$ cat src/include/bus_defs.svh
//------------------------------
// I/O page base and console switch/display register address,
// shared by the bus package and the testbench
//------------------------------
`ifndef BUS_DEFS_SVH
`define BUS_DEFS_SVH

// first byte address of the I/O page (octal 760000)
`define io_page_base 18'o760000

// console switch register on read, display register on write
`define console_reg_addr 18'o777570

`endif

$ cat src/design/bus_pkg.sv
//------------------------------
// bus slave package: widths, address map, wait counts
// and the bus cycle state encoding
//------------------------------
`include "bus_defs.svh"

package bus_pkg;

   // widths
   localparam int addr_width      = 18;
   localparam int data_width      = 16;
   localparam int sram_addr_width = 17;
   localparam int timer_width     = 5;

   // address map
   localparam logic [addr_width-1:0] io_page_base     = `io_page_base;
   localparam logic [addr_width-1:0] console_reg_addr = `console_reg_addr;

   // cycles the sram strobes are held, and the nonexistent memory timeout
   localparam int sram_wait_cycles   = 2;
   localparam int nxm_timeout_cycles = 16;

   typedef enum logic [2:0] {
      st_idle,
      st_sram_cycle,
      st_console_cycle,
      st_nxm_wait,
      st_reply,
      st_release
   } bus_state_t;

endpackage

$ cat src/design/bus_wait_timer.sv
//------------------------------
// loadable down-counter for sram strobe
// wait and nonexistent address timeout
//------------------------------
`timescale 1ns/1ps

module bus_wait_timer (
   input  logic                             sysclk,
   input  logic                             rst_n,
   input  logic                             timer_load,
   input  logic [bus_pkg::timer_width-1:0]  timer_count,
   output logic                             timer_expired
);
   import bus_pkg::*;

   logic [timer_width-1:0] count;
   logic                   running;

   always_ff @(posedge sysclk or negedge rst_n)
   begin
      if (!rst_n)
      begin
         count   <= '0;
         running <= 1'b0;
      end
      else if (timer_load)
      begin
         count   <= timer_count;
         running <= 1'b1;
      end
      else if (running)
      begin
         // stop once the zero cycle has been signalled
         if (count == '0)
            running <= 1'b0;
         else
            count <= count - 1'b1;
      end
   end

   assign timer_expired = running && (count == '0);

endmodule

$ cat src/design/bus_cycle_fsm.sv
//------------------------------
// bus cycle FSM: address decode, block steering,
// ack/error generation and four-phase release
//------------------------------
`timescale 1ns/1ps

module bus_cycle_fsm (
   input  logic                             sysclk,
   input  logic                             rst_n,
   input  logic [bus_pkg::addr_width-1:0]   bus_addr,
   input  logic                             bus_rd,
   input  logic                             bus_wr,
   output logic                             bus_ack,
   output logic                             bus_error,
   output logic                             timer_load,
   output logic [bus_pkg::timer_width-1:0]  timer_count,
   input  logic                             timer_expired,
   output logic                             sram_start,
   output logic                             sram_stop,
   output logic                             sram_write,
   output logic                             console_rd,
   output logic                             console_wr,
   output logic                             reply_sel_console
);
   import bus_pkg::*;

   // the timer expires one cycle after it counts down to zero
   localparam logic [timer_width-1:0] sram_load = timer_width'(sram_wait_cycles - 1);
   localparam logic [timer_width-1:0] nxm_load  = timer_width'(nxm_timeout_cycles - 1);

   bus_state_t state;
   logic       req;
   logic       is_ram;
   logic       is_console;

   assign req        = bus_rd | bus_wr;
   assign is_ram     = (bus_addr < io_page_base);
   // word compare, so the odd byte of the register decodes too
   assign is_console = (bus_addr[addr_width-1:1] == console_reg_addr[addr_width-1:1]);

   //------------------------------
   // block steering
   //------------------------------
   always_comb
   begin
      timer_load  = (state == st_idle) && req && !is_console;
      timer_count = is_ram ? sram_load : nxm_load;
      sram_start  = (state == st_idle) && req && is_ram;
      sram_write  = bus_wr;
      sram_stop   = (state == st_sram_cycle) && timer_expired;
      console_rd  = (state == st_console_cycle) && bus_rd;
      console_wr  = (state == st_console_cycle) && bus_wr;
   end

   //------------------------------
   // state and reply registers
   //------------------------------
   always_ff @(posedge sysclk or negedge rst_n)
   begin
      if (!rst_n)
      begin
         state             <= st_idle;
         bus_ack           <= 1'b0;
         bus_error         <= 1'b0;
         reply_sel_console <= 1'b0;
      end
      else
      begin
         case (state)
            st_idle:
               if (req)
               begin
                  reply_sel_console <= !is_ram && is_console;
                  if (is_ram)
                     state <= st_sram_cycle;
                  else if (is_console)
                     state <= st_console_cycle;
                  else
                     state <= st_nxm_wait;
               end
            st_sram_cycle:
               if (timer_expired)
               begin
                  state   <= st_reply;
                  bus_ack <= 1'b1;
               end
            st_console_cycle:
            begin
               state   <= st_reply;
               bus_ack <= 1'b1;
            end
            st_nxm_wait:
               if (timer_expired)
               begin
                  state     <= st_reply;
                  bus_error <= 1'b1;
               end
            // hold the reply as long as the master holds its request
            st_reply:
               if (!req)
               begin
                  state     <= st_release;
                  bus_ack   <= 1'b0;
                  bus_error <= 1'b0;
               end
            st_release:
               state <= st_idle;
            default:
               state <= st_idle;
         endcase
      end
   end

endmodule

$ cat src/design/sram_port.sv
//------------------------------
// external async sram pin driver:
// byte lanes, strobes, read capture
//------------------------------
`timescale 1ns/1ps

module sram_port (
   input  logic                                 sysclk,
   input  logic                                 rst_n,
   input  logic [bus_pkg::addr_width-1:0]       bus_addr,
   input  logic [bus_pkg::data_width-1:0]       bus_data_in,
   input  logic                                 bus_byte_op,
   input  logic                                 sram_start,
   input  logic                                 sram_stop,
   input  logic                                 sram_write,
   output logic [bus_pkg::data_width-1:0]       sram_rdata,
   output logic [bus_pkg::sram_addr_width-1:0]  sram_a,
   output logic [bus_pkg::data_width-1:0]       sram_dout,
   input  logic [bus_pkg::data_width-1:0]       sram_din,
   output logic                                 sram_dq_oe,
   output logic                                 sram_ce_n,
   output logic                                 sram_oe_n,
   output logic                                 sram_we_n,
   output logic                                 sram_ub_n,
   output logic                                 sram_lb_n
);
   import bus_pkg::*;

   //------------------------------
   // strobes and lane enables
   //------------------------------
   always_ff @(posedge sysclk or negedge rst_n)
   begin
      if (!rst_n)
      begin
         sram_ce_n  <= 1'b1;
         sram_oe_n  <= 1'b1;
         sram_we_n  <= 1'b1;
         sram_dq_oe <= 1'b0;
         sram_ub_n  <= 1'b1;
         sram_lb_n  <= 1'b1;
      end
      else if (sram_start)
      begin
         sram_ce_n  <= 1'b0;
         sram_oe_n  <= sram_write;
         sram_we_n  <= !sram_write;
         sram_dq_oe <= sram_write;
         // address bit 0 picks the lane for byte cycles
         sram_ub_n  <= bus_byte_op && !bus_addr[0];
         sram_lb_n  <= bus_byte_op && bus_addr[0];
      end
      else if (sram_stop)
      begin
         sram_ce_n  <= 1'b1;
         sram_oe_n  <= 1'b1;
         sram_we_n  <= 1'b1;
         sram_dq_oe <= 1'b0;
         sram_ub_n  <= 1'b1;
         sram_lb_n  <= 1'b1;
      end
   end

   //------------------------------
   // address, write data, read data
   //------------------------------
   always_ff @(posedge sysclk)
   begin
      if (sram_start)
      begin
         sram_a    <= bus_addr[addr_width-1:1];
         // a byte goes out on both lanes, the lane enable selects it
         sram_dout <= bus_byte_op ? {2{bus_data_in[7:0]}} : bus_data_in;
      end
      // oe_n low marks a read cycle in progress
      if (sram_stop && !sram_oe_n)
         sram_rdata <= sram_din;
   end

endmodule

$ cat src/design/console_regs.sv
//------------------------------
// console switch register (read)
// and display register (write) on leds
//------------------------------
`timescale 1ns/1ps

module console_regs (
   input  logic                            sysclk,
   input  logic                            rst_n,
   input  logic [7:0]                      switches,
   input  logic [bus_pkg::data_width-1:0]  bus_data_in,
   input  logic                            bus_byte_op,
   input  logic                            bus_addr0,
   input  logic                            console_wr,
   input  logic                            console_rd,
   output logic [bus_pkg::data_width-1:0]  console_rdata,
   output logic [7:0]                      led
);
   import bus_pkg::*;

   logic [data_width-1:0] display_reg;

   // display register, byte data arrives in the low byte
   always_ff @(posedge sysclk or negedge rst_n)
   begin
      if (!rst_n)
         display_reg <= '0;
      else if (console_wr)
      begin
         if (!bus_byte_op)
            display_reg <= bus_data_in;
         else if (bus_addr0)
            display_reg[15:8] <= bus_data_in[7:0];
         else
            display_reg[7:0] <= bus_data_in[7:0];
      end
   end

   // sample the switches when the register is read
   always_ff @(posedge sysclk)
   begin
      if (console_rd)
         console_rdata <= {{(data_width-8){1'b0}}, switches};
   end

   assign led = display_reg[7:0];

endmodule

$ cat src/design/bus_top.sv
//------------------------------
// bus slave top: FSM, wait timer,
// sram port, console registers
//------------------------------
`timescale 1ns/1ps

module bus_top (
   input  logic                                 sysclk,
   input  logic                                 rst_n,
   input  logic [bus_pkg::addr_width-1:0]       bus_addr,
   input  logic [bus_pkg::data_width-1:0]       bus_data_in,
   input  logic                                 bus_rd,
   input  logic                                 bus_wr,
   input  logic                                 bus_byte_op,
   input  logic [7:0]                           switches,
   output logic [bus_pkg::data_width-1:0]       bus_data_out,
   output logic                                 bus_ack,
   output logic                                 bus_error,
   output logic [7:0]                           led,
   output logic [bus_pkg::sram_addr_width-1:0]  sram_a,
   output logic [bus_pkg::data_width-1:0]       sram_dout,
   input  logic [bus_pkg::data_width-1:0]       sram_din,
   output logic                                 sram_dq_oe,
   output logic                                 sram_ce_n,
   output logic                                 sram_oe_n,
   output logic                                 sram_we_n,
   output logic                                 sram_ub_n,
   output logic                                 sram_lb_n
);
   import bus_pkg::*;

   logic                   timer_load;
   logic [timer_width-1:0] timer_count;
   logic                   timer_expired;
   logic                   sram_start;
   logic                   sram_stop;
   logic                   sram_write;
   logic                   console_rd;
   logic                   console_wr;
   logic                   reply_sel_console;
   logic [data_width-1:0]  sram_rdata;
   logic [data_width-1:0]  console_rdata;

   bus_cycle_fsm u_fsm (
      .sysclk            (sysclk),
      .rst_n             (rst_n),
      .bus_addr          (bus_addr),
      .bus_rd            (bus_rd),
      .bus_wr            (bus_wr),
      .bus_ack           (bus_ack),
      .bus_error         (bus_error),
      .timer_load        (timer_load),
      .timer_count       (timer_count),
      .timer_expired     (timer_expired),
      .sram_start        (sram_start),
      .sram_stop         (sram_stop),
      .sram_write        (sram_write),
      .console_rd        (console_rd),
      .console_wr        (console_wr),
      .reply_sel_console (reply_sel_console)
   );

   bus_wait_timer u_timer (
      .sysclk        (sysclk),
      .rst_n         (rst_n),
      .timer_load    (timer_load),
      .timer_count   (timer_count),
      .timer_expired (timer_expired)
   );

   sram_port u_sram (
      .sysclk      (sysclk),
      .rst_n       (rst_n),
      .bus_addr    (bus_addr),
      .bus_data_in (bus_data_in),
      .bus_byte_op (bus_byte_op),
      .sram_start  (sram_start),
      .sram_stop   (sram_stop),
      .sram_write  (sram_write),
      .sram_rdata  (sram_rdata),
      .sram_a      (sram_a),
      .sram_dout   (sram_dout),
      .sram_din    (sram_din),
      .sram_dq_oe  (sram_dq_oe),
      .sram_ce_n   (sram_ce_n),
      .sram_oe_n   (sram_oe_n),
      .sram_we_n   (sram_we_n),
      .sram_ub_n   (sram_ub_n),
      .sram_lb_n   (sram_lb_n)
   );

   console_regs u_console (
      .sysclk        (sysclk),
      .rst_n         (rst_n),
      .switches      (switches),
      .bus_data_in   (bus_data_in),
      .bus_byte_op   (bus_byte_op),
      .bus_addr0     (bus_addr[0]),
      .console_wr    (console_wr),
      .console_rd    (console_rd),
      .console_rdata (console_rdata),
      .led           (led)
   );

   // read data source follows the block that served the cycle
   assign bus_data_out = reply_sel_console ? console_rdata : sram_rdata;

endmodule

$ cat config.mk
export PLATFORM = sky130hd
export DESIGN_NAME = bus_top
export DESIGN_NICKNAME = d
export VERILOG_FILES = /design/src/design/bus_pkg.sv /design/src/design/bus_wait_timer.sv /design/src/design/bus_cycle_fsm.sv /design/src/design/sram_port.sv /design/src/design/console_regs.sv /design/src/design/bus_top.sv
export VERILOG_INCLUDE_DIRS = /design/src /design/src/include
export SDC_FILE = /design/constraint.sdc
export NUM_CORES = 1
export LEC_CHECK = 0
export BUFFER_PORTS_ARGS = -buffer_cell sky130_fd_sc_hd__buf_2
export CAP_MARGIN = 25
export CORE_MARGIN = 4
export CORE_UTILIZATION = 45
export CTS_BUF_LIST = sky130_fd_sc_hd__clkbuf_4 sky130_fd_sc_hd__clkbuf_8
export DETAILED_ROUTE_END_ITERATION = 10
export GPL_TIMING_DRIVEN = 0
export PLACE_DENSITY = 0.78
export SLEW_MARGIN = 20
export SYNTH_ARGS = -nofsm -noshare
export SYNTH_HDL_FRONTEND = slang
export SYNTH_SLANG_ARGS = --single-unit
$ cat constraint.sdc
create_clock -name sysclk -period 2.65 [get_ports sysclk]
set_clock_uncertainty 0.2 [all_clocks]
set_input_delay 0.1325 -clock sysclk [delete_from_list [all_inputs] [get_ports sysclk]]
set_output_delay 0.1325 -clock sysclk [all_outputs]
set_load 0.005 [all_outputs]
==> flow_summary.toml, run 1 <==
[worst_setup_path]
cp-start-kind = "flop"
path_cells = "inv_1 > ha_1 > nand4bb_1 > nor4_4 > nor2b_4 > buf_12"
cp-end-kind = "flop"
worst_path_largest_cell_delay_ps = 490
rrSetupSlack_ps = 320
cp_top_family = "simple AND/OR/NAND/NOR gates"
worstPathRequired_ps = 2510
path_max_fanout = 15
worstRegToRegCells = 6
r2r_start = "u_timer.count[0]"
cp_slowest_cell = "nor4_4"
r2r_end = "u_sram.sram_rdata[7]"
path_buf_inv = 2
crit_arrival_ps = 2190
critPathKind = "flop to flop"

[placement]
hpwl_um = 5030
port_buffers = 126
place_area_mm2 = 0.00397
place_congestion = 0.763

[flow_run]
maxCapViolCount = 0

[final_layout]
reg_top3 = "u_sram.sram_a (17), u_sram.sram_dout (16), u_sram.sram_rdata (16)"
regMostFlops = "u_sram.sram_a"
largest_register_ffs = 17
final_common_cell = "buf_2"
layout.nets = 459
layout_common_cells = "130 x buf_2, 62 x dlygate4sd3_1, 57 x edfxtp_1, 25 x mux2_2, 21 x dfrtp_1"
design_area_mm2 = 0.00481
fillCellCount = 442
area_growth_syn_to_layout_pct = 49.5
layout-drive-gt1-share_pct = 46.0
diodes = 0

[cts]
cts_root_buf = "clkbuf_8"
clk_pin_slew_ps = 80
clk_latency_ps = 340
cts_max_level = 3
numCtsBuffers = 9
cts_tree = "built"
ctsLongestPathBuffers = 2
clock-sinks = 83

[timing]
maxSlewHeadroom_pct = 60.2
hold_violations = 0
finalMaxSlewViolations = 0
period_needed_ps = 2330
hold_slack_ps = 57.4
fin_crit_sh_pct = 87.8
setup_viol = 0
rsz0062_at_grt = "false"
tightest_slew_ps = 596
fmaxAchievable_mhz = 430

[drt]
drc_errors = 0
via_per_inst = 4.80
drt-total-wl_um = 8140
first_pass_iters = 4
drt_first_iter_violations = 119
wl_per_cell_um = 16.4
final_antenna_net_count = 0
vias = 2380

[logic_synthesis]
ys.flop_type = "edfxtp_1"
yosys_register_bits = 83
synthCells = 195
syn_area_per_cell_um2 = 16.5
synth-async-reset-ratio_pct = 31.3
synth_edf_count = 57
synthesis.area_mm2 = 0.00321
yosysWarnings = 0
yosys.cell_types.count = 43
syn-num-nets = 259
yosysSeqAreaShare_pct = 73.7

[floorplanning]
die_h_um = 92.5
die-width_um = 92.5
num_rows = 30
start_util_pct = 46.8
core_mm2 = 0.00687
dieArea_mm2 = 0.00856
io_pins = 128

[power]
p_total_mw = 3.81
p_per_area_mw_per_mm2 = 793
ir_worst_vdd_uv = 348
p_leak_nw = 2.05

[min_path]
hold_depth = 4
hold_start = "bus_rd"
min_to = "u_fsm.state[0]"
hold_path_class = "primary input to flop"

[run_status]
status = "finished clean"

[global_routing]
antenna_found_initial = 0
grt-ovfl-total = 0
grt_pass1_vias = 2417
grt_max_degree = 40
grt_pass1_wl_um = 12500
grt_usage_pct = 19.5
layer usage:
layer | global-route usage [%] | share of wire, % | vias to the layer above
met5 | 0 | 0 | -
met3 | 4.96 | 5.4 | 11
met1 | 21.2 | 37 | 1164
met4 | 6.06 | 1.3 | 0
li1 | - | - | 1135
met2 | 36.7 | 57 | 70
tightest hold or removal path: stages:
cell and delay, ps:
buf_2 80, nor2_1 80, nand3b_1 120, o221ai_1 120
cells in the mapped netlist, drive strengths merged, types with 4 or more instances:
cell / number / area [µm²]
edfxtp: 57 / 1710
mux2: 26 / 293
dfrtp: 21 / 526
nor2: 11 / 41.3
nor2b: 10 / 62.6
nand2: 7 / 26.3
o21ai: 6 / 33.8
buf: 5 / 27.5
dfstp: 5 / 131
a21oi: 4 / 20.0
nand3: 4 / 25.0
logic make-up after synthesis:
group / count (synthesis) / synth area share, %
fa+ha+maj: 1 / 0.389
buf+inv: 10 / 1.44
flops: 83 / 73.7
compound gates: 20 / 4.17
xor+xnor: 3 / 0.818
mux: 26 / 9.11
simple gates: 52 / 10.4
timing repair:
action	CTS	global route
hold buffers	62	0
resized for setup	1	0
gates cloned	0	0
endpoints found under the setup margin	16	16
endpoints found under the hold margin	99	0
buffers inserted	0	1
per-stage QoR:
step	utilization [%]	setup slack [ps]	setup TNS (ps)	std cells
2_1_floorplan	-	28.5	0	195
3_3_place_gp	57.7	-445	-7100	417
3_5_place_dp	57.8	-82.4	-1310	417
4_1_cts	69.7	140	0	495
5_1_grt	70.0	158	0	496
6_report	70.0	322	0	496
layout make-up:
type / count / area, µm² / share of cell area, %
sequential: 83 / 2370 / 49.3
timing repair buffer: 189 / 1270 / 26.5
multi-input combinational: 102 / 807 / 16.8
clock buffer: 9 / 124 / 2.58
tap: 96 / 120 / 2.50
clock inverter: 7 / 68.8 / 1.43
buffer: 7 / 35.0 / 0.729
inverter: 3 / 11.3 / 0.234
how the worst max path moves through the flow:
| stage | from | cells past startpoint | endpoint | slack [ps] |
|---|---|---|---|---|
| final | u_timer.count[0] | 6 | u_sram.sram_rdata[7] | 320 |
| after global routing | u_timer.count[0] | 6 | u_sram.sram_rdata[7] | 160 |
| after CTS | u_timer.count[0] | 5 | u_sram.sram_rdata[4] | 140 |
| after detailed placement | u_timer.count[0] | 5 | u_sram.sram_rdata[12] | -80 |
| after global placement | u_timer.count[0] | 5 | u_sram.sram_rdata[14] | -440 |
| after floorplan | u_timer.count[0] | 5 | u_sram.sram_rdata[0] | 30 |
power breakdown:
group / internal [mW] / leakage, nW / switching (mW)
clock: 0.432 / 0.0966 / 0.452
combinational: 0.505 / 1.10 / 0.539
sequential: 1.77 / 0.854 / 0.114
total: 2.70 / 2.05 / 1.10
Note: power is estimated with default switching activity, not from simulation.
==> run 2, diff against run 1 <==
--- a/config.mk
+++ b/config.mk
@@ -8,12 +8,14 @@
 export LEC_CHECK = 0
 export BUFFER_PORTS_ARGS = -buffer_cell sky130_fd_sc_hd__buf_2
 export CAP_MARGIN = 25
+export CELL_PAD_IN_SITES_DETAIL_PLACEMENT = 1
+export CELL_PAD_IN_SITES_GLOBAL_PLACEMENT = 1
 export CORE_MARGIN = 4
-export CORE_UTILIZATION = 45
+export CORE_UTILIZATION = 36
 export CTS_BUF_LIST = sky130_fd_sc_hd__clkbuf_4 sky130_fd_sc_hd__clkbuf_8
 export DETAILED_ROUTE_END_ITERATION = 10
 export GPL_TIMING_DRIVEN = 0
-export PLACE_DENSITY = 0.78
+export PLACE_DENSITY_LB_ADDON = 0.1
 export SLEW_MARGIN = 20
 export SYNTH_ARGS = -nofsm -noshare
 export SYNTH_HDL_FRONTEND = slang
==> run 2 against run 1 <==
Die area is 23% higher; sequential share of layout area down 0.36 points; fmax down 4.7%; design area increased by 0.73%; hold slack lost 3.6 ps; critical path type unchanged; highest routed layer unchanged; critical endpoint is now u_sram.sram_rdata[6]; utilization is 14 points lower.
==> flow_summary.toml, run 2 (synthesis results as in run 1) <==
[global_routing]
grt_usage_pct = 16.4
grt_max_degree = 40
grt-ovfl-total = 0
grt_pass1_wl_um = 13200
antenna_found_initial = 0
grt_pass1_vias = 2656

[worst_setup_path]
crit_arrival_ps = 2300
worst_path_largest_cell_delay_ps = 410
cp-end-kind = "flop"
path_buf_inv = 2
worstPathRequired_ps = 2500
cp_slowest_cell = "nor4_4"
critPathKind = "flop to flop"
cp-start-kind = "flop"
rrSetupSlack_ps = 210
cp_top_family = "simple AND/OR/NAND/NOR gates"
path_cells = "inv_1 > ha_1 > nand4bb_1 > nor4_4 > nor2b_4 > buf_6"
path_max_fanout = 9

[timing]
finalMaxSlewViolations = 0
tightest_slew_ps = 624
finalSetupTns_ps = 0
setup_viol = 0
fmaxAchievable_mhz = 409
period_needed_ps = 2440
fin_crit_sh_pct = 92.2
rsz0062_at_grt = "false"
hold_violations = 0
maxSlewHeadroom_pct = 58.4
setup_ws_ps = 207

[cts]
ctsLongestPathBuffers = 2
cts_root_buf = "clkbuf_8"
cts_tree = "built"
clk_latency_ps = 340
clk_pin_slew_ps = 90
cts_max_level = 3
clock-sinks = 83
numCtsBuffers = 9

[drt]
drt_first_iter_violations = 36
drc_errors = 0
vias = 2371
first_pass_iters = 4
wl_per_cell_um = 17.0
final_antenna_net_count = 0
drt-total-wl_um = 8640
via_per_inst = 4.67

[min_path]
hold_path_class = "primary input to flop"

[placement]
preCtsSetupSlack_ps = -38.7
place_congestion = 0.710
hpwl_um = 5650
port_buffers = 126
place_area_mm2 = 0.00399

[flow_run]
maxCapViolCount = 0

[final_layout]
largest_register_ffs = 17
layout.nets = 459
design_area_mm2 = 0.00484
area_growth_syn_to_layout_pct = 50.6
layout_common_cells = "130 x buf_2, 62 x dlygate4sd3_1, 57 x edfxtp_1, 25 x mux2_2, 21 x dfrtp_1"
layout-drive-gt1-share_pct = 46.0
reg_top3 = "u_sram.sram_a (17), u_sram.sram_dout (16), u_sram.sram_rdata (16)"
diodes = 0
regMostFlops = "u_sram.sram_a"
final_common_cell = "buf_2"

[floorplanning]
io_pins = 128
dieArea_mm2 = 0.0105
num_rows = 34
start_util_pct = 36.9
die-width_um = 102
die_h_um = 102
core_mm2 = 0.00872

[power]
p_per_area_mw_per_mm2 = 810
ir_worst_vdd_uv = 366
p_leak_nw = 2.06

[run_status]
status = "finished clean"
==> run 2: cell type report <==
type / instances / area (µm²)
Buffer: 7 / 35.0
Clock buffer: 10 / 131
Clock inverter: 6 / 90.1
Fill cell: 886 / 3880
Inverter: 3 / 11.3
Multi-Input combinational cell: 102 / 807
Sequential cell: 83 / 2370
Tap cell: 108 / 135
Timing Repair Buffer: 189 / 1260
==> run 2: per-stage QoR <==
stage,utilization (%),hold WS [ps],std cells,power (mW)
2_1_floorplan,-,-363,195,2.42
3_3_place_gp,45.6,-13.3,429,2.86
3_5_place_dp,45.8,-13.9,430,2.89
4_1_cts,55.5,39.4,508,3.98
5_1_grt,55.5,82.1,508,4.17
6_report,55.5,53.8,508,3.92
==> run 2: per-layer routing <==
metal,vias to the layer above,share of wire (%),global-route usage (%)
met5,-,0,0
met4,0,1.3,5.45
met3,12,6.0,3.86
met2,76,51,29.0
met1,1149,41,19.6
li1,1134,-,-
==> run 2: report_power, final <==
part / total (mW) / internal (mW) / switching (mW)
Combinational: 1.04 / 0.499 / 0.540
Sequential: 1.89 / 1.77 / 0.120
Clock: 0.996 / 0.544 / 0.453
Total: 3.92 / 2.81 / 1.11
==> run 2: repair_timing <==
item | 4_1_cts | 5_1_grt
gates resized for setup | 1 | 0
endpoints found under the setup margin | 8 | 8
pin swaps | 0 | 1
hold buffers | 62 | 0
setup buffers | 0 | 0
endpoints found under the hold margin | 96 | 0
==> run 2: final timing paths <==
path                                     startpoint                        to  cells past startpoint
max                                u_timer.count[1]      u_sram.sram_rdata[6]                      6
min                                          bus_rd            u_fsm.state[0]                      4
max reg2reg                        u_timer.count[1]      u_sram.sram_rdata[6]                      6
min reg2reg                u_console.display_reg[3]  u_console.display_reg[3]                      1
max in group asynchronous                     rst_n  u_console.display_reg[4]                      2
min in group asynchronous                     rst_n   u_fsm.reply_sel_console                      2
==> run 2: worst min-delay path, delay by kind of cell <==
kind | cells | cell delay (ps)
buf+inv | 1 | 90
compound gates | 1 | 110
simple gates | 2 | 200
==> run 3, diff against run 2 <==
--- a/config.mk
+++ b/config.mk
@@ -11,7 +11,7 @@
 export CELL_PAD_IN_SITES_DETAIL_PLACEMENT = 1
 export CELL_PAD_IN_SITES_GLOBAL_PLACEMENT = 1
 export CORE_MARGIN = 4
-export CORE_UTILIZATION = 36
+export CORE_UTILIZATION = 37
 export CTS_BUF_LIST = sky130_fd_sc_hd__clkbuf_4 sky130_fd_sc_hd__clkbuf_8
 export DETAILED_ROUTE_END_ITERATION = 10
 export GPL_TIMING_DRIVEN = 0
@@ -19,4 +19,5 @@
 export SLEW_MARGIN = 20
 export SYNTH_ARGS = -nofsm -noshare
 export SYNTH_HDL_FRONTEND = slang
+export SYNTH_HIERARCHICAL = 1
 export SYNTH_SLANG_ARGS = --single-unit
==> run 3 against run 2 <==
Hold slack improved by 92 ps; utilization increased by 2.3 points; synthesized cell count increased by 13%.
==> flow_summary.toml, run 3 <==
[logic_synthesis]
yosysWarnings = 6
yosys.cell_types.count = 48
synthesis.area_mm2 = 0.00351
yosys-top-cells-count = "57 x edfxtp_1, 21 x dfrtp_1, 19 x mux2_4"
synth_edf_count = 57
yosysTopAreaCell = "edfxtp_1"
synth-async-reset-ratio_pct = 31.3
syn_area_per_cell_um2 = 15.9
yosysMostFrequentCell = "edfxtp_1"
synthCells = 221
ys.flop_type = "edfxtp_1"
synth_top_area_share_pct = 48.8
yosys_register_bits = 83
yosysSeqAreaShare_pct = 67.5
ys_top_cells_by_area = "edfxtp_1 49%, dfrtp_1 15%, mux2_4 8.1%"

[power]
ir_worst_vdd_uv = 372
p_total_mw = 4.20
p_per_area_mw_per_mm2 = 787
p_leak_nw = 2.31

[cts]
clk_latency_ps = 340
ctsLongestPathBuffers = 2
numCtsBuffers = 9
clock-sinks = 83
cts_tree = "built"
cts_root_buf = "clkbuf_8"
clk_pin_slew_ps = 80
cts_max_level = 3

[worst_setup_path]
path_buf_inv = 2
crit_arrival_ps = 2340
path_cells = "inv_2 > ha_4 > or4bb_4 > nor2_4 > nand2_2 > nor3_4 > nor2b_4 > clkbuf_16"
cp_top_family = "simple AND/OR/NAND/NOR gates"
cp-end-kind = "flop"
critPathKind = "flop to flop"
worstPathRequired_ps = 2510
cp_slowest_cell = "or4bb_4"
cp-start-kind = "flop"
path_max_fanout = 8
worst_path_largest_cell_delay_ps = 480

[timing]
hold_violations = 0
setup_viol = 0
hold_slack_ps = 146
period_needed_ps = 2480
fin_crit_sh_pct = 93.6
maxSlewHeadroom_pct = 56.1
tightest_slew_ps = 659
finalMaxSlewViolations = 0
fmaxAchievable_mhz = 403

[drt]
final_antenna_net_count = 0
via_per_inst = 4.54
drc_errors = 0
drt-total-wl_um = 9370
first_pass_iters = 4
drt_first_iter_violations = 77
wl_per_cell_um = 16.5
vias = 2586

[global_routing]
grt_max_degree = 27
grt-ovfl-total = 0
grt_usage_pct = 17.5
antenna_found_initial = 1
grt_pass1_wl_um = 15000
grt_pass1_vias = 2892

[final_layout]
finalNonFillerCells = 569
area_growth_syn_to_layout_pct = 52.2
reg_top3 = "u_sram/sram_a (17), u_sram/sram_dout (16), u_sram/sram_rdata (16)"
regArea_mm2 = 0.00237
regMostFlops = "u_sram/sram_a"
final_common_cell = "buf_2"
layout-drive-gt1-share_pct = 50.8
layout.nets = 498
largest_register_ffs = 17
layout_common_cells = "128 x buf_2, 62 x dlygate4sd3_1, 57 x edfxtp_1, 21 x dfrtp_1, 19 x mux2_4"
fillCellCount = 937
multi_input_area_mm2 = 0.00104

[min_path]
hold_path_class = "primary input to async pin"

[floorplanning]
die_h_um = 105
num_rows = 35
io_pins = 128
dieArea_mm2 = 0.0111
core_mm2 = 0.00924
start_util_pct = 38.0
die-width_um = 105

[placement]
placedCellCount = 485
place_congestion = 0.709
port_buffers = 127
hpwl_um = 5930

[flow_run]
maxCapViolCount = 0

[run_status]
status = "finished clean"
[run 3: where the power goes]
| group | switching, mW | total, mW | internal [mW] |
|---|---|---|---|
| combinational | 0.639 | 1.28 | 0.642 |
| clock | 0.450 | 1.02 | 0.565 |
| sequential | 0.144 | 1.91 | 1.76 |
[run 3: final timing paths]
| path | startpoint | end | slack (ps) | cells after the start |
|---|---|---|---|---|
| worst max register to register | u_timer/count[0] | u_sram/sram_rdata[8] | 170 | 8 |
| worst min-delay path | rst_n | u_timer/count[0] | 150 | 2 |
| max in group asynchronous | rst_n | u_sram/sram_dq_oe | 1670 | 2 |
| worst min register to register | u_fsm/bus_ack | u_fsm/bus_ack | 280 | 1 |
| min in group sysclk | u_fsm/bus_ack | u_fsm/bus_ack | 280 | 1 |
| worst max-delay path | u_timer/count[0] | u_sram/sram_rdata[8] | 170 | 8 |
[run 3: final cells by class]
cell class	instances	share of cell area, %
antenna	1	0.0469
buffer	21	3.28
clock buffer	12	2.74
clock inverter	4	1.43
inverter	4	0.281
multi-input combinational	120	19.5
sequential	83	44.4
tap	129	3.02
timing repair buffer	195	25.3
[run 3: what timing repair did]
item,4_1_cts,5_1_grt
endpoints found under the setup margin,16,16
hold buffers,62,0
pin swaps,1,4
resized for setup,0,5
cloned,0,1
setup buffers,2,2
hold endpoints to repair,92,0
[run 3: metal layers]
metal  GRT usage (%)  wire length (µm)
met1            20.3              3680
met2            30.5              4900
met4            7.50               228
met3            4.53               561
met5               0                 0
[run 3: cells by family after synthesis]
group	synth area share, %
buffers and inverters	5.42
other	0.321
adder cells (fa/ha/maj)	0.356
multiplexers	13.2
flip-flops	67.5
AND/OR/NAND/NOR	7.81
AO/OA/AOI/OAI	5.42
[run 3: through the flow]
stage | setup slack, ps | area, µm² | util (%) | setup TNS [ps]
4_1_cts | 78.2 | 5280 | 57.2 | 0
2_1_floorplan | 52.3 | 3570 | - | 0
6_report | 169 | 5340 | 57.8 | 0
3_5_place_dp | -335 | 4410 | 47.7 | -5350
3_3_place_gp | -440 | 4360 | 47.2 | -13300
5_1_grt | -2.47 | 5340 | 57.8 | -2.47
